--- config.mk ---
export PLATFORM = sky130hd
export DESIGN_NAME = axi_wr_stats
export DESIGN_NICKNAME = d
export VERILOG_FILES = /design/src/verilog/perf_pkg.sv /design/src/verilog/axi_wr_stats.sv
export VERILOG_INCLUDE_DIRS = /design/src /design/src/verilog
export SDC_FILE = /design/constraint.sdc
export NUM_CORES = 1
export LEC_CHECK = 0
export BUFFER_PORTS_ARGS = -buffer_cell sky130_fd_sc_hd__buf_2
export CAP_MARGIN = 25
export CORE_MARGIN = 3
export CORE_UTILIZATION = 64
export CTS_CLUSTER_DIAMETER = 40
export CTS_CLUSTER_SIZE = 24
export DETAILED_ROUTE_END_ITERATION = 7
export PLACE_DENSITY = 0.9
export SYNTH_ARGS = -nofsm -noshare
export SYNTH_HDL_FRONTEND = slang
export SYNTH_SLANG_ARGS = --single-unit
export TNS_END_PERCENT = 30
--- constraint.sdc ---
create_clock -name clk -period 4.6 [get_ports clk]
set_input_delay 0.46 -clock clk [delete_from_list [all_inputs] [get_ports clk]]
set_output_delay 0.46 -clock clk [all_outputs]
set_load 0.05 [all_outputs]
--- src/verilog/perf_macros.svh ---
`ifndef PERF_MACROS_SVH
`define PERF_MACROS_SVH

// ----------------------------------------
// generator array
// ----------------------------------------
`define PERF_NUM_GEN 2

// ----------------------------------------
// bus widths
// ----------------------------------------
`define PERF_ADDR_W 20
`define PERF_DATA_W 16
`define PERF_STRB_W (`PERF_DATA_W / 8)
`define PERF_ID_W 4
// master id less the generator select bits
`define PERF_GEN_ID_W 3

// ----------------------------------------
// burst pattern
// ----------------------------------------
`define PERF_BURST_BEATS 4
`define PERF_NUM_BURSTS 4
`define PERF_STRIDE_BEATS 8

`define PERF_STAT_W 32

`endif

--- src/verilog/perf_pkg.sv ---
package perf_pkg;

  // run sequencer states
  typedef enum logic [1:0] {
    st_idle,
    st_run,
    st_wait_done,
    st_done
  } run_state_t;

  // counter readout select
  typedef enum logic [2:0] {
    sel_aw_count,
    sel_w_count,
    sel_b_count,
    sel_b_err_count,
    sel_run_cycles
  } stat_sel_t;

  localparam int num_stats = 5;

endpackage

--- src/verilog/axi_wr_stats.sv ---
`include "perf_macros.svh"

module axi_wr_stats (
  input  logic                    clk,
  input  logic                    rst_n,
  input  logic                    run_active,
  input  logic                    awvalid,
  input  logic                    awready,
  input  logic                    wvalid,
  input  logic                    wready,
  input  logic                    bvalid,
  input  logic                    bready,
  input  logic [1:0]              bresp,
  input  perf_pkg::stat_sel_t     stat_sel,
  output logic [`PERF_STAT_W-1:0] stat_val
);
  import perf_pkg::*;

  localparam int stat_w = `PERF_STAT_W;

  logic                 run_q;
  logic                 clear;
  logic [num_stats-1:0] hit;
  logic [stat_w-1:0]    counts [num_stats];

  // fresh run starts on the rising edge of run_active
  assign clear = run_active && !run_q;

  always_comb begin
    hit                  = '0;
    hit[sel_aw_count]    = awvalid && awready;
    hit[sel_w_count]     = wvalid && wready;
    hit[sel_b_count]     = bvalid && bready;
    hit[sel_b_err_count] = bvalid && bready && (bresp != 2'b00);
    hit[sel_run_cycles]  = run_active;
  end

  always_ff @(posedge clk) begin
    if (!rst_n) begin
      run_q <= 1'b0;
      for (int i = 0; i < num_stats; i++) begin
        counts[i] <= '0;
      end
    end else begin
      run_q <= run_active;
      for (int i = 0; i < num_stats; i++) begin
        if (clear) begin
          counts[i] <= stat_w'(hit[i]);
        end else begin
          counts[i] <= counts[i] + stat_w'(hit[i]);
        end
      end
    end
  end

  // unused select codes read as zero
  always_comb begin
    if (int'(stat_sel) < num_stats) begin
      stat_val = counts[stat_sel];
    end else begin
      stat_val = '0;
    end
  end

endmodule

==> out/results.ini <==
[outcome]
status = complete, no violations

[timing]
period_share_pct = 63.7
slew_viol_final = 0
fmax_mhz = 341
fin_tns_setup_ps = 0
hold_viol_final = 0
fin_skew_ps = 8.46
grt_setup_unrepaired = no
finalSetupViolCount = 0
slew_headroom_pct = 40.1
min_period_ps = 2930
worstMarginPinSlew_ps = 899

[drt]
drtAntennaViolNets = 0
dr.pass1.iters = 6
drc_errors = 0
viasPerCell = 6.35
wl_um = 26900
drtIter0Drc = 1159
dr_total_vias = 9125
routedWlPerCell_um = 18.7

[worst_setup_path]
worst_setup_path_start_kind = register
r2r_cells = 6
cp-end-kind = register
worstSetupPathType = register to register
path_max_fanout = 16
worst_ep_required_time_ps = 4880
arrival_ps = 3210
cp-startpoint = counts[3][0]
timing.rr.start = counts[3][0]

[logic_synthesis]
async_reset_ff_share_pct = 0
postSynthCellCount = 1042
synth_compound_area_share_pct = 11.0
synthAdderAreaFrac_pct = 1.32
synth_simple_gate_area_share_pct = 23.5
ys_ff_latch = 161
syn_area_sq_um = 10400
synth_top_family_by_area = simple AND/OR/NAND/NOR gates
synthMuxAreaShare_pct = 7.95
synth-edff-count = 160
synth.avg_cell_area_sq_um = 10.0
netlist.top_cell.by_area = edfxtp_1
synth-xor-area-share_pct = 4.96
ys_warn_count = 0
yosysSeqAreaShare_pct = 46.3
synthFlopType = edfxtp_1
synth.top_cells.by_area = edfxtp_1 46%, mux4_2 6.5%, or4_1 4.3%
netlist.area_leader.share_pct = 46.1
ys_types = 50

[global_routing]
overflow = 0
grt_max_degree = 69
grt_antenna_before_repair = 0
grt_pass1_wl_um = 42800
grt.total_usage_pct = 30.4
grt_pass1_vias = 8702

[clock_tree]
cts_made_buffers = 17
post_cts_resized = 0
cts_root_buffer = clkbuf_16
cts.reportedPaths.clkPinSlew_ps = 60
clk_latency_ps = 430
htree_levels = 4
cts_tree = built
cts.sinks = 161
holdBufCountCts = 0
cts.path.max_buffers = 2
cts_setup_buffers = 0

[place]
gp_congestion = 0.885
numPortBuffers = 45
place_area_sq_um = 11300
hpwlAfterDp_um = 18500

[die]
pin_count = 46
die_area_sq_um = 17800
die_h_um = 134
rows = 46
initial_core_util_pct = 65.6
dieWidth_um = 134
core_area_sq_um = 15900

[flow_run]
maxCapViolCount = 0

[power_and_ir_drop]
powerDensity_nw_per_um2 = 315
vdd_drop_max_mv = 0.299
power.leakage_nw = 4.13

[hold_path]
hold_depth = 3
hold_start = rst_n
hp-class = input port to register

[cells_and_area]
fin_nets = 1234
fillers = 1062
area_growth_pct = 14.5
drive_gt1_share_pct = 10.8
antenna_cells = 0
postLayoutCellArea_sq_um = 11900

## through the flow
step / hold slack [ps] / worst slack [ps] / total power, mW / util [%] / std cells
6_report: 385 / 1670 / 3.76 / 75.1 / 1438
5_1_grt: 401 / 1570 / 3.87 / 75.1 / 1438
4_1_cts: 385 / 1720 / 3.74 / 74.9 / 1437
3_5_place_dp: 642 / 1370 / 2.27 / 71.1 / 1405
3_3_place_gp: 630 / 1480 / 2.25 / 71.1 / 1405
2_1_floorplan: 596 / 1360 / 2.13 / - / 1201
## critical path, stage by stage, from the launching register on
cell	delay (ps)
edfxtp_1	370
ha_1	320
ha_1	290
nand4_2	220
or4_1	820
or4_1	600
a21oi_1	160
## synth_stat cells (3+ instances only)
cell,count
or3_2,3
o21ai_0,61
nand4_1,42
or4_1,59
and2_1,9
nor4_1,21
o41ai_1,3
and4_1,8
nor3_1,16
xnor2_1,34
nand3_1,52
inv_1,61
nor2_1,67
o31ai_1,47
nand2_1,99
edfxtp_1,160
xor2_1,25
mux2i_1,10
buf_1,8
or2_2,8
clkbuf_1,39
o21a_1,6
a21oi_1,75
ha_1,11
mux4_2,30
and3_1,9
buf_2,8
or3_1,44
## worst paths after layout
kind,to,slack (ps)
max reg2reg,counts[3][30],1670
min reg2reg,counts[3][31],660
min,run_q,380
max,counts[3][30],1670
## report_power, final
| group | switching, mW | internal [mW] | leakage, nW | total (mW) |
|---|---|---|---|---|
| Clock | 0.578 | 0.919 | 0.297 | 1.50 |
| Combinational | 0.281 | 0.142 | 2.18 | 0.423 |
| Sequential | 0.124 | 1.71 | 1.65 | 1.84 |
| Total | 0.983 | 2.77 | 4.13 | 3.76 |
## routing by layer
metal	vias up	track usage (%)	routed length [um]
li1	4162	-	-
met1	4337	40.5	10300
met2	551	48.9	12900
met3	75	6.68	3050
met4	0	12.2	704
met5	-	0	0
## kinds of logic after synthesis
group	Yosys count
other cells	1
flops	161
compound gates	197
mux	42
simple gates	449
fa+ha+maj	11
buf+inv	122
xor+xnor	59
## registers in the layout, summed over array words and instances (netlist names)
register,flops
run_q,1
counts,160
## area by class of cell
type                    count  area (sq um)  area share, %
multi-input cells         918          5700           47.8
flip-flops and latches    161          4820           40.5
clock buffers              21           450           3.78
repair buffers             50           288           2.41
well taps                 216           270           2.27
inverters                  61           229           1.92
clock inverters            11           164           1.37
## placed cells by master (no fill, tap or decap), drive strengths merged, types with 16 or more instances in the layout
cell and count:
buf 50, a21oi 75, nor2 67, nor4 21
o31ai 47, conb 160, nor3 16, or3 47
inv 61, nand2 99, mux4 32, or4 60
xnor2 34, nand4 45, edfxtp 160, nand3 52
clkbuf 21, xor2 25, o21ai 61
Note: power is estimated with default switching activity, not from simulation.
