`config.mk`:
```
export PLATFORM = sky130hd
export DESIGN_NAME = perf_seq
export DESIGN_NICKNAME = d
export VERILOG_FILES = /design/src/verilog/perf_pkg.sv /design/src/verilog/perf_seq.sv
export VERILOG_INCLUDE_DIRS = /design/src /design/src/verilog
export SDC_FILE = /design/constraint.sdc
export NUM_CORES = 1
export LEC_CHECK = 0
export ABC_AREA = 1
export ABC_CLOCK_PERIOD_IN_PS = 2000
export BUFFER_PORTS_ARGS = -buffer_cell sky130_fd_sc_hd__buf_2
export CORE_AREA = 4 4 41 43
export CTS_CLUSTER_SIZE = 12
export DETAILED_ROUTE_END_ITERATION = 8
export DIE_AREA = 0 0 45 47
export REMOVE_ABC_BUFFERS = 1
export SLEW_MARGIN = 20
export SYNTH_ARGS = -nofsm -noshare
export SYNTH_HDL_FRONTEND = slang
export SYNTH_SLANG_ARGS = --single-unit
```
`constraint.sdc`:
```
create_clock -name clk -period 2 [get_ports clk]
set_input_delay 0.2 -clock clk [delete_from_list [all_inputs] [get_ports clk]]
set_output_delay 0.2 -clock clk [all_outputs]
set_load 0.005 [all_outputs]
```
`src/verilog/perf_macros.svh`:
```
`ifndef PERF_MACROS_SVH
`define PERF_MACROS_SVH

// ----------------------------------------
// generator array
// ----------------------------------------
`define PERF_NUM_GEN 2

// ----------------------------------------
// bus widths
// ----------------------------------------
`define PERF_ADDR_W 20
`define PERF_DATA_W 16
`define PERF_STRB_W (`PERF_DATA_W / 8)
`define PERF_ID_W 4
// master id less the generator select bits
`define PERF_GEN_ID_W 3

// ----------------------------------------
// burst pattern
// ----------------------------------------
`define PERF_BURST_BEATS 4
`define PERF_NUM_BURSTS 4
`define PERF_STRIDE_BEATS 8

`define PERF_STAT_W 32

`endif

```
`src/verilog/perf_pkg.sv`:
```
package perf_pkg;

  // run sequencer states
  typedef enum logic [1:0] {
    st_idle,
    st_run,
    st_wait_done,
    st_done
  } run_state_t;

  // counter readout select
  typedef enum logic [2:0] {
    sel_aw_count,
    sel_w_count,
    sel_b_count,
    sel_b_err_count,
    sel_run_cycles
  } stat_sel_t;

  localparam int num_stats = 5;

endpackage

```
`src/verilog/perf_seq.sv`:
```
`include "perf_macros.svh"

module perf_seq (
  input  logic                     clk,
  input  logic                     rst_n,
  input  logic                     start,
  output logic [`PERF_NUM_GEN-1:0] gen_start,
  input  logic [`PERF_NUM_GEN-1:0] gen_busy,
  output logic                     run_active,
  output logic                     done
);
  import perf_pkg::*;

  run_state_t state;
  run_state_t state_next;

  always_comb begin
    state_next = state;
    case (state)
      st_idle, st_done: begin
        if (start) begin
          state_next = st_run;
        end
      end
      // busy goes high on the edge that ends this cycle
      st_run: begin
        state_next = st_wait_done;
      end
      st_wait_done: begin
        if (gen_busy == '0) begin
          state_next = st_done;
        end
      end
      default: begin
        state_next = st_idle;
      end
    endcase
  end

  always_ff @(posedge clk) begin
    if (!rst_n) begin
      state     <= st_idle;
      gen_start <= '0;
    end else begin
      state     <= state_next;
      gen_start <= {`PERF_NUM_GEN{state_next == st_run}};
    end
  end

  assign run_active = (state == st_run) || (state == st_wait_done);
  assign done       = (state == st_done);

  // generators answer the start pulse by going busy
  a_start_busy: assert property (
    @(posedge clk) disable iff (!rst_n)
      (gen_start != '0) |=> (gen_busy == '1)
  );

endmodule

```
==> out/results.ini, run 1 <==
[outcome]
status=complete, no violations

[global_routing]
grt_max_degree=6
overflow=0
grt_usage_pct=4.499
grt_pass1_vias=141
grt_first_pass_wirelength_um=524
antenna_found_initial=0

[worst_setup_path]
path_class=reg2out
path_buf_inv=3
cpMostUsedCell=inv_1
crit_path_top_delay_cell=dfxtp_1
critPathMaxFanout=5
cp_top_family=flip-flops
slowest_delay_ps=360
worstSetupEndpointType=primary output
r2r_setup_slack_ps=810
arrival_ps=1160
critical_path_required_ps=1800
startpoint_type=register
crit_path_cell_trace=inv_1 > ha_1 > inv_1 > buf_2

[power]
irDropWorstVdd_uv=244.4
p_per_area_nw_per_um2=1675
leakage_nw=0.1313
total_power_uw=381.3

[layout]
nFillCells=155
multi_input_area_sq_um=67.56
area_delta_synth_final_pct=51.67
regArea_sq_um=60.06
diodes=0
finalInstanceArea_sq_um=227.7
fin_util_pct=17.50
drive_gt1_share_pct=35.48
nets=39

[die]
start_util_pct=11.54
core_area_sq_um=1301
dieHeight_um=47
die-area_sq_um=2115
rows=13
io_pins=9
die_w_um=45

[cts]
htreeDepth=1
post_cts_resized=0
holdBufCountCts=0
cts_sinks=3
clock_path_buffers=2
path_clk_slew_ps=40
cts_root_buf=clkbuf_4
numCtsBuffers=3
cts_tree=built
post_cts_buffers=0
worstSkewPairLatency_ps=240

[sta]
fmax_mhz=736.6
period_minus_slack_ps=1358
rsz0062_at_grt=no
final.setup.tns_ps=0
skew_ps=1.911
min_period_over_period_pct=67.88
slew_headroom_pct=85.37
final_max_slew_viol_count=0
tightest_slew_ps=217.2
setup_viol=0
worst_slack_ps=642.5
finalHoldViolCount=0

[drt]
drt-vias-per-instance=3.217
avgRoutedWirePerCell_um=7.109
dr.pass1.iters=1
routed_wl_um=327
vias=148
drt_iter0_drc=0
ant_nets=0
drc=0

[placement]
place_congestion=0.5535
io_buffers=8
post-dp-hpwl_um=256.8
place_area_sq_um=201.4
post-place-ws_ps=803.5

[synth]
ys_seq_area_share_pct=40.00
yosysWarnings=0
synth_area_sq_um=150.1
avgSynthCellArea_sq_um=7.507
synth_seq_cells=3
ys_types=9
netlist_instances=20

[flow_run]
cap_violations=0

[worst_hold_path]
hold_class=in2reg

sequential cells by signal, summed over array words and instances (netlist names):
signal,flops
gen_start,1
state,2
power by group:
part           switching (mW)  internal [mW]  total, mW
sequential             0.0205         0.0904      0.111
combinational          0.0845         0.0774      0.162
clock                  0.0337         0.0749      0.109
total                   0.139          0.243      0.381
cells by family (layout without fill, tap and decap cells):
family | Yosys count | after routing | synth area share [%]
and+or+nand+nor | 8 | 8 | 21.67
buffers and inverters | 5 | 16 | 15.00
adders and majority gates | 2 | 2 | 16.66
AOI/OAI and AO/OA | 2 | 2 | 6.660
DFF | 3 | 3 | 40.00
synthesized netlist by cell type:
cell	instances	area, sq um
inv_1	4	15.01
nor2_1	4	15.01
dfxtp_1	3	60.06
nand2_1	3	11.26
ha_1	2	25.02
a21oi_1	1	5.000
and2_1	1	6.260
buf_4	1	7.510
o21ai_0	1	5.000
path summary, 6_finish.rpt:
check / cells past startpoint / endpoint / startpoint
worst max-delay path: 4 / run_active / state[0]
worst min-delay path: 2 / state[1] / rst_n
worst max register to register: 7 / gen_start[0] / state[0]
worst min register to register: 3 / gen_start[0] / state[1]
cell usage in the layout (no fill, tap or decap):
cell / instances
a21oi_1: 1
and2_1: 1
buf_2: 8
clkbuf_1: 1
clkbuf_4: 3
dfxtp_1: 3
ha_1: 2
inv_1: 4
nand2_1: 3
nor2_1: 4
o21ai_0: 1
metrics by stage:
step	instances	hold WS [ps]
finish	46	184.3
CTS	46	178.4
detailed placement	42	427.3
global route	46	196.2
floorplan	19	327.3
global placement	42	429.7
final cells by class:
| cell class | count | area share, % |
|---|---|---|
| multi-input cells | 12 | 29.67 |
| flip-flops and latches | 3 | 26.37 |
| repair buffers | 8 | 17.58 |
| clock buffers | 4 | 11.54 |
| well taps | 15 | 8.242 |
| inverters | 4 | 6.593 |
layer usage:
metal / global-route usage, % / part of all wire (%) / up-vias
li1: - / - / 79
met1: 2.721 / 36 / 58
met2: 5.932 / 48 / 7
met3: 3.448 / 9.2 / 4
met4: 8.772 / 7.0 / 0
met5: 0 / 0 / -
worst register-to-register path, delay by kind of cell (launching register included):
kind,cells,cell delay (ps)
flip-flops,1,360
buffers and inverters,1,60
AND/OR/NAND/NOR,5,360
adder cells (fa/ha/maj),1,340
(Power assumes the default switching activity.)
==> run 2, diff against run 1 <==
--- a/config.mk
+++ b/config.mk
@@ -7,7 +7,7 @@
 export NUM_CORES = 1
 export LEC_CHECK = 0
 export ABC_AREA = 1
-export ABC_CLOCK_PERIOD_IN_PS = 2000
+export ABC_CLOCK_PERIOD_IN_PS = 1300
 export BUFFER_PORTS_ARGS = -buffer_cell sky130_fd_sc_hd__buf_2
 export CORE_AREA = 4 4 41 43
 export CTS_CLUSTER_SIZE = 12
==> constraint.sdc (replaced) <==
create_clock -name clk -period 1.3 [get_ports clk]
set_input_delay 0.13 -clock clk [delete_from_list [all_inputs] [get_ports clk]]
set_output_delay 0.13 -clock clk [all_outputs]
set_load 0.005 [all_outputs]
==> run 2 against run 1 <==
Hold slack lost 58 ps. Clock power increased by 50%. Setup slack worse by 570 ps. Critical path type unchanged.
==> out/results.ini, run 2 (synthesized netlist as in run 1, its figures left out) <==
[outcome]
status=complete, no violations  ; unchanged

[die]
rows=13  ; unchanged
io_pins=9  ; unchanged
die_w_um=45  ; unchanged
core_area_sq_um=1301  ; unchanged
dieHeight_um=47  ; unchanged
start_util_pct=11.54  ; unchanged
die-area_sq_um=2115  ; unchanged

[worst_setup_path]
worstSetupEndpointType=primary output  ; unchanged
startpoint_type=register  ; unchanged
critical_path_required_ps=1170  ; was 1800 ps
arrival_ps=1100  ; was 1160 ps
path_class=reg2out  ; unchanged
critPathMaxFanout=5  ; unchanged

[cts]
cts_root_buf=clkbuf_4  ; unchanged
post_cts_resized=0  ; unchanged
post_cts_buffers=0  ; unchanged
numCtsBuffers=3  ; unchanged
clock_path_buffers=2  ; unchanged
holdBufCountCts=0  ; unchanged
cts_sinks=3  ; unchanged
worstSkewPairLatency_ps=230  ; was 240 ps
htreeDepth=1  ; unchanged
cts_tree=built  ; unchanged
path_clk_slew_ps=40  ; about the same

[layout]
finalInstanceArea_sq_um=240.2  ; was 227.7 sq um
area_delta_synth_final_pct=60.00  ; was 51.67%
final_cell_mix=buf_2, inv_1, nor2_1  ; unchanged
nFillCells=164  ; was 155
diodes=0  ; unchanged
reg_top3=state x2, gen_start x1  ; unchanged
nets=39  ; unchanged
largest_reg_flops=2  ; unchanged
regArea_sq_um=60.06  ; unchanged
multi_input_area_sq_um=80.08  ; was 67.56 sq um
fin_util_pct=18.46  ; was 17.50%
drive_gt1_share_pct=38.71  ; was 35.48%
mostFrequentLayoutCell=buf_2  ; unchanged
regMostFlops=state  ; unchanged

[flow_run]
cap_violations=0  ; unchanged

[sta]
slew_headroom_pct=87.61  ; was 85.37%
final_max_slew_viol_count=0  ; unchanged
min_period_over_period_pct=94.47
finalHoldViolCount=0  ; unchanged
final.setup.tns_ps=0  ; unchanged
skew_ps=4.549  ; was 1.911 ps
tightest_slew_ps=184.0  ; was 217.2 ps
setup_viol=0  ; unchanged
fmax_mhz=814.2
period_minus_slack_ps=1228
rsz0062_at_grt=no  ; unchanged

[global_routing]
grt_max_degree=6  ; unchanged
overflow=0  ; unchanged
grt_usage_pct=3.470  ; was 4.499%
met2_usage_pct=5.367  ; was 5.932%
antenna_found_initial=0  ; unchanged
busiest_layer=met2  ; was met4
grt_first_pass_wirelength_um=434  ; was 524 um
use_met1_pct=2.262  ; was 2.721%
grt_pass1_vias=139  ; was 141
use_met3_pct=2.299  ; was 3.448%

[power]
leakage_nw=0.1317  ; was 0.1313 nW
irDropWorstVdd_uv=282.7  ; was 244.4 uV
total_power_uw=634.6  ; was 381.3 uW
p_per_area_nw_per_um2=2641  ; was 1675 nW/um^2

[placement]
io_buffers=8  ; unchanged
place_area_sq_um=201.4  ; unchanged
place_congestion=0.5475  ; was 0.5535

[worst_hold_path]
hold_class=in2reg  ; unchanged

[drt]
vias=148  ; unchanged
ant_nets=0  ; unchanged
dr.pass1.iters=1  ; unchanged
avgRoutedWirePerCell_um=7.500  ; was 7.109 um
drt_iter0_drc=0  ; unchanged
drt-vias-per-instance=3.217  ; unchanged
routed_wl_um=345  ; was 327 um
drc=0  ; unchanged

-- run 2: changes by cell type in the layout (fill, tap and decap cells not counted) --
cell and delta:
ha_1 -1, ha_4 +1
-- run 2: final timing paths --
path / startpoint / end / slack (ps) / cells past startpoint
max reg2reg: state[0] / gen_start[0] / 190 / 7
min reg2reg: state[0] / state[0] / 620 / 4
min: rst_n / state[1] / 130 / 2
max: state[0] / run_active / 70 / 4
-- run 2: layout make-up --
class / count / area share [%]
well taps: 15 / 7.813
clock buffers: 4 / 10.94
multi-input cells: 12 / 33.33
repair buffers: 8 / 16.67
flip-flops and latches: 3 / 25.00
inverters: 4 / 6.250
-- run 2: per-layer routing --
layer	part of all wire, %	up-vias
li1	-	80
met1	30	63
met2	57	5
met3	12	0
met4	0	0
met5	0	-
-- run 2: where the power goes --
part	switching, mW	internal, mW	leakage, nW
Combinational	0.141	0.157	0.0919
Clock	0.0482	0.115	0.0150
Sequential	0.0347	0.139	0.0248
-- run 2: per-stage QoR --
step                      hold WS, ps  std cells  setup WS (ps)
final                           126.1         46          71.87
after global routing            146.5         46          17.40
after CTS                       121.3         46          17.16
after detailed placement        364.7         42          111.2
after global placement          356.9         42          121.7
after floorplan                 257.3         19          207.6
-- run 2: critical path, stage by stage, from the launching register on --
cell and delay (ps):
dfxtp_1 350, inv_1 80, ha_4 280, inv_1 30, buf_2 110
==> run 3, diff against run 2 <==
--- a/config.mk
+++ b/config.mk
@@ -13,6 +13,7 @@
 export CTS_CLUSTER_SIZE = 12
 export DETAILED_ROUTE_END_ITERATION = 8
 export DIE_AREA = 0 0 45 47
+export PLACE_DENSITY = 0.3
 export REMOVE_ABC_BUFFERS = 1
 export SLEW_MARGIN = 20
 export SYNTH_ARGS = -nofsm -noshare
==> run 3 against run 2 <==
Fmax is 0.51% lower. Hold slack worse by 9.2 ps. Clock-buffer cell count stayed put. Clock power hardly changed. Critical path depth stayed put. Non-clock buffer count stayed put. Clock skew hardly changed. First-iteration DRC count is 2 higher. Via count is 5.4% lower. Final cell count stayed put. Flip-flop and latch count stayed put. Critical path type unchanged. Largest cell class unchanged. Highest routed layer unchanged.
==> out/results.ini, run 3 (synthesized netlist as in run 1, its figures left out) <==
[cts]
holdBufCountCts=0  ; unchanged
htreeDepth=1  ; unchanged
post_cts_buffers=0  ; unchanged
numCtsBuffers=3  ; unchanged
path_clk_slew_ps=40  ; about the same
cts_root_buf=clkbuf_4  ; unchanged
clock_path_buffers=2  ; unchanged
cts_tree=built  ; unchanged
worstSkewPairLatency_ps=230  ; about the same
cts_sinks=3  ; unchanged

[worst_setup_path]
cp-endpoint=run_active  ; unchanged
cp.depth=4  ; unchanged
crit_path_top_delay_cell=dfxtp_1  ; unchanged
worstReg2RegStart=state[0]  ; unchanged
critPathMaxFanout=5  ; unchanged
cpMostUsedCell=inv_1  ; unchanged
path_buf_inv=3  ; unchanged
r2r_setup_slack_ps=170  ; was 190 ps
critical_path_required_ps=1170  ; about the same
cp_top_family=flip-flops  ; unchanged
path_class=reg2out  ; unchanged
worstSetupStartpoint=state[0]  ; unchanged
slowest_delay_ps=360  ; was 350 ps
worstSetupEndpointType=primary output  ; unchanged
arrival_ps=1100  ; about the same
r2r-end=state[0]  ; was gen_start[0]
startpoint_type=register  ; unchanged
crit_path_cell_trace=inv_1 > ha_4 > inv_1 > buf_2  ; unchanged
r2r_cells=7  ; unchanged

[layout]
mostFrequentLayoutCell=buf_2  ; unchanged
reg_top3=state x2, gen_start x1  ; unchanged
largest_reg_flops=2  ; unchanged
regArea_sq_um=60.06  ; unchanged
diodes=0  ; unchanged
drive_gt1_share_pct=38.71  ; unchanged
area_delta_synth_final_pct=60.00  ; unchanged
nets=39  ; unchanged
regMostFlops=state  ; unchanged
stdcell_count=46  ; unchanged
nFillCells=157  ; was 164
multi_input_area_sq_um=80.08  ; unchanged
final_cell_mix=buf_2, inv_1, nor2_1  ; unchanged

[die]
start_util_pct=11.54  ; unchanged
core_area_sq_um=1301  ; unchanged
dieHeight_um=47  ; unchanged
die-area_sq_um=2115  ; unchanged
rows=13  ; unchanged
die_w_um=45  ; unchanged
io_pins=9  ; unchanged

[sta]
tightest_slew_ps=234.6  ; was 184.0 ps
holdWs_ps=116.9  ; was 126.1 ps
final.setup.tns_ps=0  ; unchanged
min_period_over_period_pct=94.96  ; was 94.47%
slew_headroom_pct=84.20  ; was 87.61%
skew_ps=4.210  ; was 4.549 ps
period_minus_slack_ps=1234  ; was 1228 ps
fmax_mhz=810.1  ; was 814.2 MHz
setup_viol=0  ; unchanged
final_max_slew_viol_count=0  ; unchanged
rsz0062_at_grt=no  ; unchanged
finalHoldViolCount=0  ; unchanged
worst_slack_ps=65.56  ; was 71.87 ps

[power]
p_int_uw=403.6  ; was 410.8 uW
netSwitchingFraction_pct=36.08  ; was 35.27%
clockPowerShare_pct=25.7  ; about the same
total_power_uw=631.5  ; was 634.6 uW
p_per_area_nw_per_um2=2629  ; was 2641 nW/um^2
combPwrFrac_pct=46.3  ; was 46.9%
sequentialPowerShare_pct=28.0  ; was 27.4%
power.switching_uw=227.9  ; was 223.8 uW
leakage_nw=0.1317  ; unchanged
irDropWorstVdd_uv=486.7  ; was 282.7 uV

[drt]
vias=140  ; was 148
dr.pass1.iters=2  ; was 1
ant_nets=0  ; unchanged
routed_wl_um=348  ; was 345 um
drc=0  ; unchanged
drt_iter0_drc=2  ; was 0
avgRoutedWirePerCell_um=7.565  ; was 7.500 um
drt-vias-per-instance=3.043  ; was 3.217

[placement]
place_congestion=0.7332  ; was 0.5475
post-place-ws_ps=89.89  ; was 111.2 ps
dp_cells=42  ; unchanged
post-dp-hpwl_um=275.4
io_buffers=8  ; unchanged

[global_routing]
grt_pass1_vias=154  ; was 139
antenna_found_initial=0  ; unchanged
overflow=0  ; unchanged
grt_usage_pct=3.943  ; was 3.470%
grt_first_pass_wirelength_um=538  ; was 434 um
grt_max_degree=6  ; unchanged

[worst_hold_path]
hold_class=in2reg  ; unchanged

[outcome]
status=complete, no violations  ; unchanged

[flow_run]
cap_violations=0  ; unchanged

-- run 3: cell counts in the layout (fill, tap and decap cells not counted) --
Identical to the previous run, type by type.
-- run 3: final cells by class --
cell class | instances | share of cell area (%)
clock buffer | 4 | 10.94
inverter | 4 | 6.250
multi-input combinational | 12 | 33.33
sequential | 3 | 25.00
tap | 15 | 7.813
timing repair buffer | 8 | 16.67
-- run 3: worst min-delay path by stage --
| stage | from | to | slack, ps | cells past startpoint |
|---|---|---|---|---|
| finish | rst_n | state[1] | 120 | 2 |
| global route | rst_n | state[1] | 110 | 2 |
| CTS | rst_n | state[1] | 110 | 2 |
| detailed placement | rst_n | state[1] | 360 | 2 |
| global placement | rst_n | state[1] | 350 | 2 |
| floorplan | rst_n | state[1] | 260 | 1 |
-- run 3: metal layers --
metal	wire, um	share of wire (%)	vias to the layer above	global-route usage (%)
met5	0	0	-	0
met4	0	0	0	5.263
met3	22	6.3	0	2.299
met2	184	53	3	5.650
met1	141	41	57	3.394
li1	-	-	80	-
-- run 3: repair_timing --
| action | CTS | global route |
|---|---|---|
| hold endpoints to repair | 0 | 0 |
| gates resized for setup | 0 | 1 |
| endpoints found under the setup margin | 0 | 2 |
-- run 3: power by group through the flow --
| stage | clock [mW] | combinational [mW] | sequential [mW] |
|---|---|---|---|
| finish | 0.162 | 0.292 | 0.177 |
| global route | 0.181 | 0.349 | 0.181 |
| CTS | 0.170 | 0.264 | 0.172 |
| detailed placement | 0 | 0.263 | 0.173 |
| global placement | 0 | 0.265 | 0.174 |
| floorplan | 0 | 0.163 | 0.170 |
-- run 3: metrics by stage --
step           util [%]  instance area, sq um
2_1_floorplan         -                 142.6
5_1_grt           18.46                 240.2
3_5_place_dp      15.48                 201.4
3_3_place_gp      15.48                 201.4
4_1_cts           17.50                 227.7
6_report          18.46                 240.2
