**src/verilog/perf_macros.svh**
```systemverilog
`ifndef PERF_MACROS_SVH
`define PERF_MACROS_SVH

// ----------------------------------------
// generator array
// ----------------------------------------
`define PERF_NUM_GEN 2

// ----------------------------------------
// bus widths
// ----------------------------------------
`define PERF_ADDR_W 20
`define PERF_DATA_W 16
`define PERF_STRB_W (`PERF_DATA_W / 8)
`define PERF_ID_W 4
// master id less the generator select bits
`define PERF_GEN_ID_W 3

// ----------------------------------------
// burst pattern
// ----------------------------------------
`define PERF_BURST_BEATS 4
`define PERF_NUM_BURSTS 4
`define PERF_STRIDE_BEATS 8

`define PERF_STAT_W 32

`endif

```
**src/verilog/axi_wr_pkg.sv**
```systemverilog
`include "perf_macros.svh"

package axi_wr_pkg;

  localparam logic [1:0] burst_incr = 2'b01;

  // address request as seen on the memory port
  typedef struct packed {
    logic [`PERF_ADDR_W-1:0] awaddr;
    logic [`PERF_ID_W-1:0]   awid;
    logic [7:0]              awlen;
    logic [2:0]              awsize;
    logic [1:0]              awburst;
  } aw_req_t;

  // same request before the arbiter adds the slot bits
  typedef struct packed {
    logic [`PERF_ADDR_W-1:0]   awaddr;
    logic [`PERF_GEN_ID_W-1:0] awid;
    logic [7:0]                awlen;
    logic [2:0]                awsize;
    logic [1:0]                awburst;
  } gen_aw_req_t;

  typedef struct packed {
    logic [`PERF_DATA_W-1:0] wdata;
    logic [`PERF_STRB_W-1:0] wstrb;
    logic                    wlast;
  } w_beat_t;

  typedef struct packed {
    logic [`PERF_ID_W-1:0] bid;
    logic [1:0]            bresp;
  } b_rsp_t;

  typedef struct packed {
    logic [`PERF_GEN_ID_W-1:0] bid;
    logic [1:0]                bresp;
  } gen_b_rsp_t;

endpackage

```
**src/verilog/axi_perf_wr.sv**
```systemverilog
`include "perf_macros.svh"

module axi_perf_wr #(
  parameter int gen_index = 0
) (
  input  logic                    clk,
  input  logic                    rst_n,
  input  logic                    start,
  output logic                    busy,
  output logic                    awvalid,
  input  logic                    awready,
  output axi_wr_pkg::gen_aw_req_t aw,
  output logic                    wvalid,
  input  logic                    wready,
  output axi_wr_pkg::w_beat_t     w,
  input  logic                    bvalid,
  output logic                    bready,
  input  axi_wr_pkg::gen_b_rsp_t  b
);
  import axi_wr_pkg::*;

  localparam int addr_w       = `PERF_ADDR_W;
  localparam int data_w       = `PERF_DATA_W;
  localparam int gen_id_w     = `PERF_GEN_ID_W;
  localparam int beats        = `PERF_BURST_BEATS;
  localparam int num_bursts   = `PERF_NUM_BURSTS;
  localparam int stride_bytes = `PERF_STRIDE_BEATS * `PERF_STRB_W;
  localparam int cnt_w        = $clog2(num_bursts + 1);
  localparam int beat_w       = $clog2(beats + 1);
  // each generator owns a region of num_bursts strides
  localparam logic [addr_w-1:0] base_addr =
    addr_w'(gen_index * num_bursts * stride_bytes);

  logic [cnt_w-1:0]  aw_cnt;
  logic [cnt_w-1:0]  w_burst;
  logic [beat_w-1:0] w_beat;
  logic [cnt_w-1:0]  pending;
  logic              aw_fire;
  logic              w_fire;
  logic              b_fire;
  logic              last_b;

  assign aw_fire = awvalid && awready;
  assign w_fire  = wvalid && wready;
  assign b_fire  = bvalid && bready;
  assign last_b  = b_fire && (pending == cnt_w'(1)) && (aw_cnt == cnt_w'(num_bursts));

  // ----------------------------------------
  // address channel
  // ----------------------------------------
  assign awvalid = busy && (aw_cnt != cnt_w'(num_bursts));

  always_comb begin
    aw.awaddr  = base_addr + addr_w'(aw_cnt) * addr_w'(stride_bytes);
    aw.awid    = gen_id_w'(aw_cnt);
    aw.awlen   = 8'(beats - 1);
    aw.awsize  = 3'($clog2(`PERF_STRB_W));
    aw.awburst = burst_incr;
  end

  // ----------------------------------------
  // data channel, trails the address count
  // ----------------------------------------
  assign wvalid = busy && (w_burst != aw_cnt);

  always_comb begin
    w.wdata                 = '0;
    w.wdata[data_w-1 -: 8]  = 8'(gen_index);
    w.wdata[7:0]            = 8'(w_burst) * 8'(beats) + 8'(w_beat);
    w.wstrb                 = '1;
    w.wlast                 = (w_beat == beat_w'(beats - 1));
  end

  assign bready = busy;

  always_ff @(posedge clk) begin
    if (!rst_n) begin
      busy    <= 1'b0;
      aw_cnt  <= '0;
      w_burst <= '0;
      w_beat  <= '0;
      pending <= '0;
    end else if (start && !busy) begin
      busy    <= 1'b1;
      aw_cnt  <= '0;
      w_burst <= '0;
      w_beat  <= '0;
      pending <= '0;
    end else begin
      if (aw_fire) begin
        aw_cnt <= aw_cnt + 1'b1;
      end
      if (w_fire) begin
        if (w.wlast) begin
          w_beat  <= '0;
          w_burst <= w_burst + 1'b1;
        end else begin
          w_beat <= w_beat + 1'b1;
        end
      end
      // bursts in flight
      if (aw_fire && !b_fire) begin
        pending <= pending + 1'b1;
      end else if (b_fire && !aw_fire) begin
        pending <= pending - 1'b1;
      end
      if (last_b) begin
        busy <= 1'b0;
      end
    end
  end

  a_aw_stable: assert property (
    @(posedge clk) disable iff (!rst_n)
      (awvalid && !awready) |=> (awvalid && $stable(aw))
  );

  // responses routed here belong to bursts this generator issued
  a_b_issued: assert property (
    @(posedge clk) disable iff (!rst_n)
      bvalid |-> ((cnt_w'(b.bid) < aw_cnt) && (pending != '0))
  );

endmodule

```
**config.mk**
```make
export PLATFORM = sky130hd
export DESIGN_NAME = axi_perf_wr
export DESIGN_NICKNAME = d
export VERILOG_FILES = /design/src/verilog/axi_wr_pkg.sv /design/src/verilog/axi_perf_wr.sv
export VERILOG_INCLUDE_DIRS = /design/src /design/src/verilog
export SDC_FILE = /design/constraint.sdc
export NUM_CORES = 1
export LEC_CHECK = 0
export BUFFER_PORTS_ARGS = -buffer_cell sky130_fd_sc_hd__clkbuf_2
export CAP_MARGIN = 10
export CORE_ASPECT_RATIO = 2
export CORE_MARGIN = 2
export CORE_UTILIZATION = 25
export DETAILED_ROUTE_END_ITERATION = 8
export PLACE_DENSITY = 0.47
export SETUP_SLACK_MARGIN = 0.3
export SLEW_MARGIN = 20
export SYNTH_ARGS = -nofsm -noshare
export SYNTH_HDL_FRONTEND = slang
export SYNTH_SLANG_ARGS = --single-unit
```
**constraint.sdc**
```tcl
create_clock -name clk -period 2.9 [get_ports clk]
set_input_delay 0.58 -clock clk [delete_from_list [all_inputs] [get_ports clk]]
set_output_delay 0.58 -clock clk [all_outputs]
set_load 0.02 [all_outputs]
```
==> key figures, run 1 <==
Global routing
  • Vias in the first global route: 717
  • Total gr overflow: 0
  • Largest net degree at the start of global routing: 13
  • GRT Total Usage: 8.25%
  • First-pass GRT wire length: 3250 microns
  • Initial antenna violation count: 0

Route
  • DRC viols: 0
  • Vias/cell: 3.92
  • Initial DRC count: 6
  • Routed Antenna Nets: 0
  • WL final: 2060 microns
  • Detailed-route via count: 824
  • Wire per inst: 9.80 microns
  • Pre-antenna DRT Iters: 4

Clock tree
  • TritonCTS Sinks: 13
  • CTS clk-pin slew, worst paths: 0.06 ns
  • Worst-Skew Late Latency: 0.24 ns
  • Maximum root-to-sink buffer count: 2
  • Post CTS Setup Buffer Count: 0
  • CTS root buffer: clkbuf_8
  • Post-CTS sizing: 0
  • H-tree levels: 1
  • CTS tree: done
  • CTS buffer count: 3
  • CTS Hold Bufs: 0

Floorplanning
  • Starting Density: 25.7%
  • Die H: 101 microns
  • Site row count: 35
  • Ports: 70
  • Die width: 52.4 microns
  • DIE AREA: 5280 sq um
  • Core outline area: 4550 sq um

STA
  • Layout Skew: 0.00183 ns
  • Unrepaired setup endpoints after global routing: no
  • Final min period: 2.07 ns
  • Final Hold Violating Endpoints: 0
  • Setup TNS: 0 ns
  • Final period utilization: 71.5%
  • Slew Viols, Final: 0
  • F_max: 0.482 GHz
  • Setup violators final: 0

Final layout
  • Multi-input logic area: 652 sq um
  • Post-layout util: 25.8%
  • Inserted Diodes: 0
  • Share of cells above drive strength 1: 18.1%
  • # fillers: 533
  • Area Growth Syn to Fin: 0.214%
  • FF+latch area: 260 sq um
  • Final nets: 177

Synthesis
  • Distinct cell type count after synthesis: 29
  • Synth top area share: 31.4%
  • Leading area contributor after synthesis: buf_4
  • Synthesized area per cell: 8.43 sq um
  • Post-Synthesis Cells: 139
  • Dominant cells by area after synthesis: buf_4, dfxtp_1, ha_1
  • Sequential cell area fraction in the yosys report: 22.2%
  • Ys Warns: 0
  • Synth Cell Area: 1170 sq um
  • Synthesized flop and latch total: 13

Power
  • Final Total Pwr: 470 uW
  • Power per cell area: 401 nW/um^2
  • P_leak: 0.578 nW
  • Maximum VDD drop: 192 uV

Worst setup path
  • Critical path endpoint category: output pin
  • WP data arrival: 1.49 ns
  • Worst Path Max Fanout: 6
  • Critical Path RT: 2.32 ns
  • Worst setup SP type: flip-flop
  • Setup CP Type: flip-flop to output pin

Placement
  • Placer Congestion: 0.753
  • IO Port Bufs: 22
  • Post-DP HPWL: 1730 microns

Run status
  • Status: completed

Hold path
  • Hold WC Path Type: flip-flop to flip-flop

Job
  • Max-cap viol count: 0
==> area by class of cell <==
type	instances	share of cell area, %
sequential	13	22.2
inverter	10	3.20
tap	55	5.86
multi-input combinational	106	55.5
clock buffer	4	3.84
timing repair buffer	22	9.38
==> sequential cells by signal, indices dropped and copies added, names as in the netlist <==
name and flops:
w_beat 3, pending 3, w_burst 3, aw_cnt 3
bready 1
==> cells in the mapped netlist <==
library cell   n
a31oi_1        3
clkbuf_1       1
or3_1          1
inv_2          1
nor2b_1        1
or4_1          1
nand3_1        9
or2b_2         1
xor2_1         2
dfxtp_1       13
a211oi_1       1
o21ai_0        4
ha_1          10
o31ai_1        1
conb_1         2
a311oi_1       1
a21boi_0       1
nand3b_1       2
a21oi_1        4
nand2_1        3
inv_1          9
xnor2_1        4
nand4bb_1      1
buf_4         49
and3_1         1
nand4b_1       2
a21bo_2        1
nor2_1         3
mux2i_1        7
==> kinds of logic after synthesis <==
logic type,after synthesis,synth area share [%]
AOI/OAI and AO/OA,16,8.55
xor gates and xnor gates,6,4.49
adders and majority gates,10,10.7
buffers and inverters,60,34.9
DFF,13,22.2
muxes,7,5.98
other,2,0.641
and+or+nand+nor,25,12.5
==> stage by stage <==
step / instances / setup WS [ns] / cell area [sq um] / hold slack (ns)
after CTS: 210 / 0.817 / 1170 / 0.499
after floorplan: 179 / 0.954 / 1320 / 0.435
after global placement: 206 / 0.956 / 1130 / 0.477
after global routing: 210 / 0.708 / 1170 / 0.522
final: 210 / 0.827 / 1170 / 0.487
after detailed placement: 206 / 0.927 / 1130 / 0.492
==> worst paths after layout <==
kind	end	depth (start not counted)	slack, ns	start
setup / recovery	awvalid	5	0.83	aw_cnt[0]
hold / removal	w_beat[2]	2	0.49	w_beat[2]
setup reg to reg	pending[2]	7	0.94	aw_cnt[0]
hold reg to reg	w_beat[2]	2	0.49	w_beat[2]
==> layout by cell type (no fill, tap or decap), drive strengths merged, types with 2 or more instances in the layout <==
cell type / synthesis / routed
conb: 2 / 42
a21oi: 4 / 4
ha: 10 / 10
dfxtp: 13 / 13
clkbuf: 1 / 26
a31oi: 3 / 3
xor2: 2 / 2
nand3: 9 / 9
xnor2: 4 / 4
nand3b: 2 / 2
o21ai: 4 / 4
nand4b: 2 / 2
nand2: 3 / 3
mux2i: 7 / 7
inv: 10 / 10
nor2: 3 / 3
==> report_power, final <==
part	internal (mW)	leakage [nW]	total (mW)	switching (mW)
sequential	0.185	0.106	0.194	0.00894
clock	0.0968	0.0228	0.160	0.0627
combinational	0.0275	0.450	0.116	0.0886
==> critical path, stage by stage (launching register included) <==
cell and delay (ns):
dfxtp_1 0.44, inv_1 0.09, ha_1 0.20, a21bo_2 0.25, inv_1 0.09, clkbuf_2 0.18
==> per-layer routing <==
metal  GRT usage [%]  routed length, microns  up-vias
li1                -                       -      407
met1            8.42                     771      363
met2            14.8                    1050       52
met3            1.19                     194        2
met4            5.33                      47        0
met5               0                       0        -
Power figures use the tool's default switching activity.
==> run 2: changes to the inputs <==
--- a/config.mk
+++ b/config.mk
@@ -6,6 +6,7 @@
 export SDC_FILE = /design/constraint.sdc
 export NUM_CORES = 1
 export LEC_CHECK = 0
+export ABC_AREA = 1
 export BUFFER_PORTS_ARGS = -buffer_cell sky130_fd_sc_hd__clkbuf_2
 export CAP_MARGIN = 10
 export CORE_ASPECT_RATIO = 2
==> constraint.sdc (replaced) <==
create_clock -name clk -period 2 [get_ports clk]
set_input_delay 0.4 -clock clk [delete_from_list [all_inputs] [get_ports clk]]
set_output_delay 0.4 -clock clk [all_outputs]
set_load 0.02 [all_outputs]
==> key figures, run 2 <==
Clock tree
  • CTS clk-pin slew, worst paths: 0.06 ns (about the same)
  • Worst-Skew Late Latency: 0.24 ns (about the same)
  • Maximum root-to-sink buffer count: 2 (unchanged)
  • CTS tree: done
  • CTS buffer count: 3 (unchanged)
  • CTS root buffer: clkbuf_8
  • TritonCTS Sinks: 13 (unchanged)
  • H-tree levels: 1 (unchanged)

Worst setup path
  • Worst Path Max Fanout: 4 (-2)
  • Critical path endpoint category: output pin
  • WP data arrival: 1.24 ns (-0.25 ns)
  • Worst setup SP type: flip-flop
  • Critical Path RT: 1.60 ns (-0.72 ns)
  • Setup CP Type: flip-flop to output pin

STA
  • Slew Viols, Final: 0 (unchanged)
  • Final Hold Violating Endpoints: 0 (unchanged)
  • Final min period: 1.64 ns
  • Layout Skew: 0.000724 ns (-0.00111 ns)
  • Unrepaired setup endpoints after global routing: yes
  • F_max: 0.611 GHz
  • Hold slack final: 0.401 ns (-0.0863 ns)
  • Setup violators final: 0 (unchanged)
  • Final period utilization: 81.9%
  • Setup TNS: 0 ns (unchanged)

Placement
  • Placer Congestion: 0.668 (-11%)
  • Area after DPL: 1140 sq um (+1.3%)
  • IO Port Bufs: 22 (unchanged)
  • Post-DP HPWL: 1630 microns (-5.8%)

Synthesis
  • Primary FF master, synth: dfxtp_1
  • Synthesized area per cell: 7.39 sq um (-12%)
  • Sequential cell area fraction in the yosys report: 22.9% (+0.66 points)
  • Leading area contributor after synthesis: buf_4
  • Ys Warns: 0 (unchanged)
  • EDFF count, synth: 0 (unchanged)
  • Post-synth ARST share: 0% (unchanged)
  • Distinct cell type count after synthesis: 22 (-24%)
  • Synthesized flop and latch total: 13 (unchanged)
  • Synth top area share: 31.7% (+0.27 points)
  • Synth cell count leaders: buf_4, nand2_1, inv_1
  • Post-Synthesis Cells: 154 (+11%)
  • Most common cell in the netlist: buf_4
  • Synth Cell Area: 1140 sq um (-2.9%)
  • Dominant cells by area after synthesis: buf_4, dfxtp_1, ha_1

Route
  • Vias/cell: 3.76 (-4.1%)
  • Pre-antenna DRT Iters: 4 (unchanged)
  • WL final: 1960 microns (-4.5%)
  • Detailed-route via count: 869 (+5.5%)
  • Wire per inst: 8.50 microns (-13%)
  • Initial DRC count: 6 (unchanged)
  • DRC viols: 0 (unchanged)
  • Routed Antenna Nets: 0 (unchanged)

Final layout
  • Fin area: 1270 sq um (+8.0%)
  • Share of cells above drive strength 1: 31.1% (+13 points)
  • Area Growth Syn to Fin: 11.4%
  • Most frequent cells in the layout: conb_1, nand2_1, clkbuf_2
  • Final nets: 199 (+12%)
  • FF+latch area: 275 sq um (+5.8%)
  • Inserted Diodes: 0 (unchanged)
  • Multi-input logic area: 654 sq um (+0.38%)
  • Most common cell after layout, fill and taps aside: conb_1
  • # fillers: 498 (-6.6%)

Hold path
  • Hold WC Path Type: input pin to flip-flop

Job
  • Max-cap viol count: 0 (unchanged)

Floorplanning
  • DIE AREA: 5140 sq um (-2.7%)
  • Core outline area: 4380 sq um (-3.8%)
  • Ports: 70 (unchanged)
  • Die H: 99.4 microns (-1.4%)
  • Die width: 51.7 microns (-1.3%)
  • Starting Density: 26.0% (+0.24 points)
  • Site row count: 34 (-2.9%)

Global routing
  • Total gr overflow: 0 (unchanged)
  • Largest net degree at the start of global routing: 8 (-5)
  • First-pass GRT wire length: 3060 microns (-5.9%)
  • Vias in the first global route: 719 (+0.28%)
  • Initial antenna violation count: 0 (unchanged)
  • GRT Total Usage: 7.89% (-0.36 points)

Power
  • P_leak: 0.691 nW (+20%)
  • Maximum VDD drop: 232 uV (+21%)
  • Power per cell area: 548 nW/um^2 (+37%)

Run status
  • Status: completed
-- run 2: worst max-delay path: stages, from the launching register on --
cell and delay (ns):
dfxtp_4 0.36, ha_4 0.16, ha_1 0.18, xor2_1 0.14, buf_4 0.15
-- run 2: routing by layer --
layer	part of all wire [%]	vias to the layer above	track usage, %
met5	0	-	0
met4	1.4	0	3.64
met3	8.8	4	2.25
met2	53	50	14.7
met1	37	383	7.59
li1	-	432	-
-- run 2: where the power goes --
| group | switching, mW | total [mW] | internal [mW] |
|---|---|---|---|
| logic | 0.134 | 0.180 | 0.0456 |
| registers | 0.00706 | 0.272 | 0.264 |
| clock network | 0.103 | 0.244 | 0.141 |
-- run 2: cell families (layout without fill, tap and decap cells) --
kind of cell	count (synthesis)	in the layout	share of synthesized area (%)
compound gates	13	13	6.38
xor+xnor	5	5	3.85
fa+ha+maj	10	10	11.0
buf+inv	66	49	37.7
flops	13	13	22.9
other cells	2	42	0.660
simple gates	45	45	17.5
-- run 2: path summary, 6_finish.rpt --
check / cells past startpoint / end / slack [ns] / startpoint
worst max-delay path: 4 / w[7] / 0.36 / w_burst[0]
worst min-delay path: 2 / bready / 0.40 / rst_n
worst max register to register: 12 / pending[2] / 0.43 / aw_cnt[0]
worst min register to register: 2 / pending[2] / 0.49 / pending[2]
-- run 2: area by class of cell --
cell class,instances,area share [%]
Multi-Input combinational cell,115,51.6
Sequential cell,13,21.7
Timing Repair Buffer,27,11.8
Inverter,18,5.92
Tap cell,54,5.33
Clock buffer,4,3.55
-- run 2: what timing repair did --
item / 4_1_cts / 5_1_grt
buffers inserted: 1 / 3
gates resized for setup: 4 / 15
setup endpoints to repair: 4 / 6
hold buffers: 0 / 0
pin swaps: 0 / 4
cloned: 0 / 0
-- run 2: metrics by stage --
step	util, %	setup slack, ns	cells	power, mW
5_1_grt	28.9	0.280	231	0.736
2_1_floorplan	-	0.306	194	0.480
4_1_cts	27.5	0.293	228	0.694
3_5_place_dp	26.1	0.307	223	0.444
3_3_place_gp	26.1	0.305	223	0.443
6_report	28.9	0.362	231	0.695
==> run 3: changes to the inputs <==
--- a/config.mk
+++ b/config.mk
@@ -13,7 +13,7 @@
 export CORE_MARGIN = 2
 export CORE_UTILIZATION = 25
 export DETAILED_ROUTE_END_ITERATION = 8
-export PLACE_DENSITY = 0.47
+export PLACE_DENSITY = 0.49
 export SETUP_SLACK_MARGIN = 0.3
 export SLEW_MARGIN = 20
 export SYNTH_ARGS = -nofsm -noshare
==> constraint.sdc (replaced) <==
create_clock -name clk -period 1.5 [get_ports clk]
set_input_delay 0.3 -clock clk [delete_from_list [all_inputs] [get_ports clk]]
set_output_delay 0.3 -clock clk [all_outputs]
set_load 0.02 [all_outputs]
==> key figures, run 3 (same netlist as run 2, synthesis figures left out) <==
Final layout
  • Final nets: 223 (+12%)
  • Most frequent cells in the layout: conb_1, buf_6, buf_4
  • # fillers: 432 (-13%)
  • Share of cells above drive strength 1: 53.2% (+22 points)
  • Area Growth Syn to Fin: 59.5%
  • Inserted Diodes: 0 (unchanged)
  • Most common cell after layout, fill and taps aside: conb_1

Global routing
  • GRT Total Usage: 9.50% (+1.6 points)
  • Largest net degree at the start of global routing: 8 (unchanged)
  • Initial antenna violation count: 0 (unchanged)
  • Vias in the first global route: 929 (+29%)
  • First-pass GRT wire length: 3800 microns (+24%)
  • Total gr overflow: 0 (unchanged)

Clock tree
  • CTS buffer count: 3 (unchanged)
  • TritonCTS Sinks: 13 (unchanged)
  • Maximum root-to-sink buffer count: 2 (unchanged)
  • Worst-Skew Late Latency: 0.24 ns (about the same)
  • CTS root buffer: clkbuf_8
  • CTS clk-pin slew, worst paths: 0.06 ns (about the same)
  • CTS tree: done
  • H-tree levels: 1 (unchanged)

Worst setup path
  • Slowest cell on the critical path: dfxtp_4
  • Setup crit end: wvalid
  • Crit-path max cell delay: 0.35 ns (about the same)
  • Critical path endpoint category: output pin
  • Largest delay contributor family on the critical path: buffers and inverters
  • Crit-path cells: buf_4 > buf_6 > xnor2_4 > nand3_2 > nand2_1 > inv_2 > buf_8
  • Setup CP Type: flip-flop to output pin
  • Worst Path Max Fanout: 2 (-2)
  • Worst setup SP type: flip-flop
  • Register-to-register setup slack: -0.06 ns (-0.49 ns)
  • Critical Path RT: 1.20 ns (-0.40 ns)
  • Reg2reg end: pending[2]
  • WP data arrival: 1.33 ns (+0.09 ns)
  • Buf/Inv on CP: 4 (+3)
  • Reg2Reg Depth: 12 (unchanged)
  • R2R Path Start: aw_cnt[0]
  • CP Launch Point: aw_cnt[1]
  • Crit. path cell count: 7 (+3)

Power
  • Power per cell area: 563 nW/um^2 (+2.6%)
  • Internal power: 667 uW (+48%)
  • Combinational share of power: 33.6% (+7.8 points)
  • P_leak: 0.874 nW (+26%)
  • Clock power frac: 31.5% (-3.6 points)
  • Net Sw Power: 354 uW (+45%)
  • Sw Ratio: 34.7% (-0.43 points)
  • Maximum VDD drop: 399 uV (+72%)
  • Flop pwr share: 35.0% (-4.1 points)

Floorplanning
  • Core outline area: 4380 sq um (unchanged)
  • Die width: 51.7 microns (unchanged)
  • Starting Density: 26.0% (unchanged)
  • Die H: 99.4 microns (unchanged)
  • DIE AREA: 5140 sq um (unchanged)
  • Site row count: 34 (unchanged)
  • Ports: 70 (unchanged)

STA
  • Final min period: 1.63 ns
  • Unrepaired setup endpoints after global routing: yes
  • F_max: 0.613 GHz
  • Setup violators final: 9 (+9)
  • Slew Viols, Final: 0 (unchanged)
  • Layout Skew: 0.00327 ns (+0.00254 ns)
  • Hold slack final: 0.290 ns (-0.111 ns)
  • Final Hold Violating Endpoints: 0 (unchanged)
  • Setup TNS: -0.295 ns (-0.295 ns)
  • Setup ws final: -0.133 ns (-0.495 ns)
  • Final period utilization: 109%

Route
  • Wire per inst: 9.09 microns (+6.9%)
  • DRC viols: 0 (unchanged)
  • Pre-antenna DRT Iters: 4 (unchanged)
  • Detailed-route via count: 977 (+12%)
  • Initial DRC count: 6 (unchanged)
  • Vias/cell: 3.83 (+1.8%)
  • WL final: 2320 microns (+18%)
  • Routed Antenna Nets: 0 (unchanged)

Placement
  • Placer Congestion: 0.722 (+8.0%)
  • IO Port Bufs: 22 (unchanged)
  • Post-DP HPWL: 1690 microns (+3.2%)

Hold path
  • Hold WC Path Type: input pin to flip-flop

Run status
  • Status: complete, but fails checks
  • Failing checks: negative setup slack

Job
  • Max-cap viol count: 0 (unchanged)
==> run 3: cell types whose count changed in the layout (fill, tap and decap cells not counted), moves of 3 or more <==
cell	before	now
nand3_1	6	0
buf_8	0	8
nand2_1	21	14
buf_4	6	17
dfxtp_1	7	3
clkbuf_2	20	6
nand3_2	1	6
buf_6	0	19
nand2_2	1	8
dfxtp_4	3	6
ha_4	2	5
==> run 3: power groups by stage <==
stage | registers (mW) | logic [mW] | clock network, mW
4_1_cts | 0.357 | 0.285 | 0.332
6_report | 0.357 | 0.343 | 0.321
3_5_place_dp | 0.369 | 0.237 | 0
5_1_grt | 0.358 | 0.371 | 0.348
3_3_place_gp | 0.369 | 0.236 | 0
2_1_floorplan | 0.378 | 0.264 | 0
==> run 3: routing by layer <==
layer  vias to the layer above  wire, microns  share of wire, %  track usage, %
li1                        478              -                 -               -
met1                       439            779                34            9.51
met2                        55           1300                56            18.0
met3                         5            199               8.6            1.80
met4                         0             40               1.7            4.05
met5                         -              0                 0               0
==> run 3: timing repair <==
item / 4_1_cts / 5_1_grt
setup endpoints to repair: 19 / 29
pin swaps: 13 / 20
hold buffers: 0 / 0
resized for setup: 49 / 56
endpoints found under the hold margin: 0 / 0
buffers inserted: 11 / 9
==> run 3: cell type report <==
class / instances / area (sq um) / area share, %
clock buffers: 4 / 45.0 / 2.48
repair buffers: 51 / 505 / 27.9
well taps: 54 / 67.6 / 3.72
multi-input cells: 115 / 828 / 45.7
flip-flops and latches: 13 / 288 / 15.9
inverters: 18 / 80.1 / 4.41
==> run 3: worst min-delay path by stage <==
stage | start | to | cells after the start
6_report | rst_n | bready | 2
5_1_grt | rst_n | bready | 2
4_1_cts | rst_n | bready | 2
3_5_place_dp | aw_cnt[1] | aw_cnt[1] | 2
3_3_place_gp | aw_cnt[1] | aw_cnt[1] | 2
2_1_floorplan | pending[2] | pending[2] | 2
==> run 3: metrics by stage <==
stage	instance area, sq um	worst slack, ns	power [mW]	cells	utilization (%)
after floorplan	1370	-0.167	0.642	194	-
after global placement	1250	-0.0811	0.605	231	28.6
after detailed placement	1250	-0.0675	0.606	231	28.6
after CTS	1590	-0.0469	0.974	246	36.3
after global routing	1810	-0.187	1.08	255	41.4
final	1810	-0.133	1.02	255	41.4
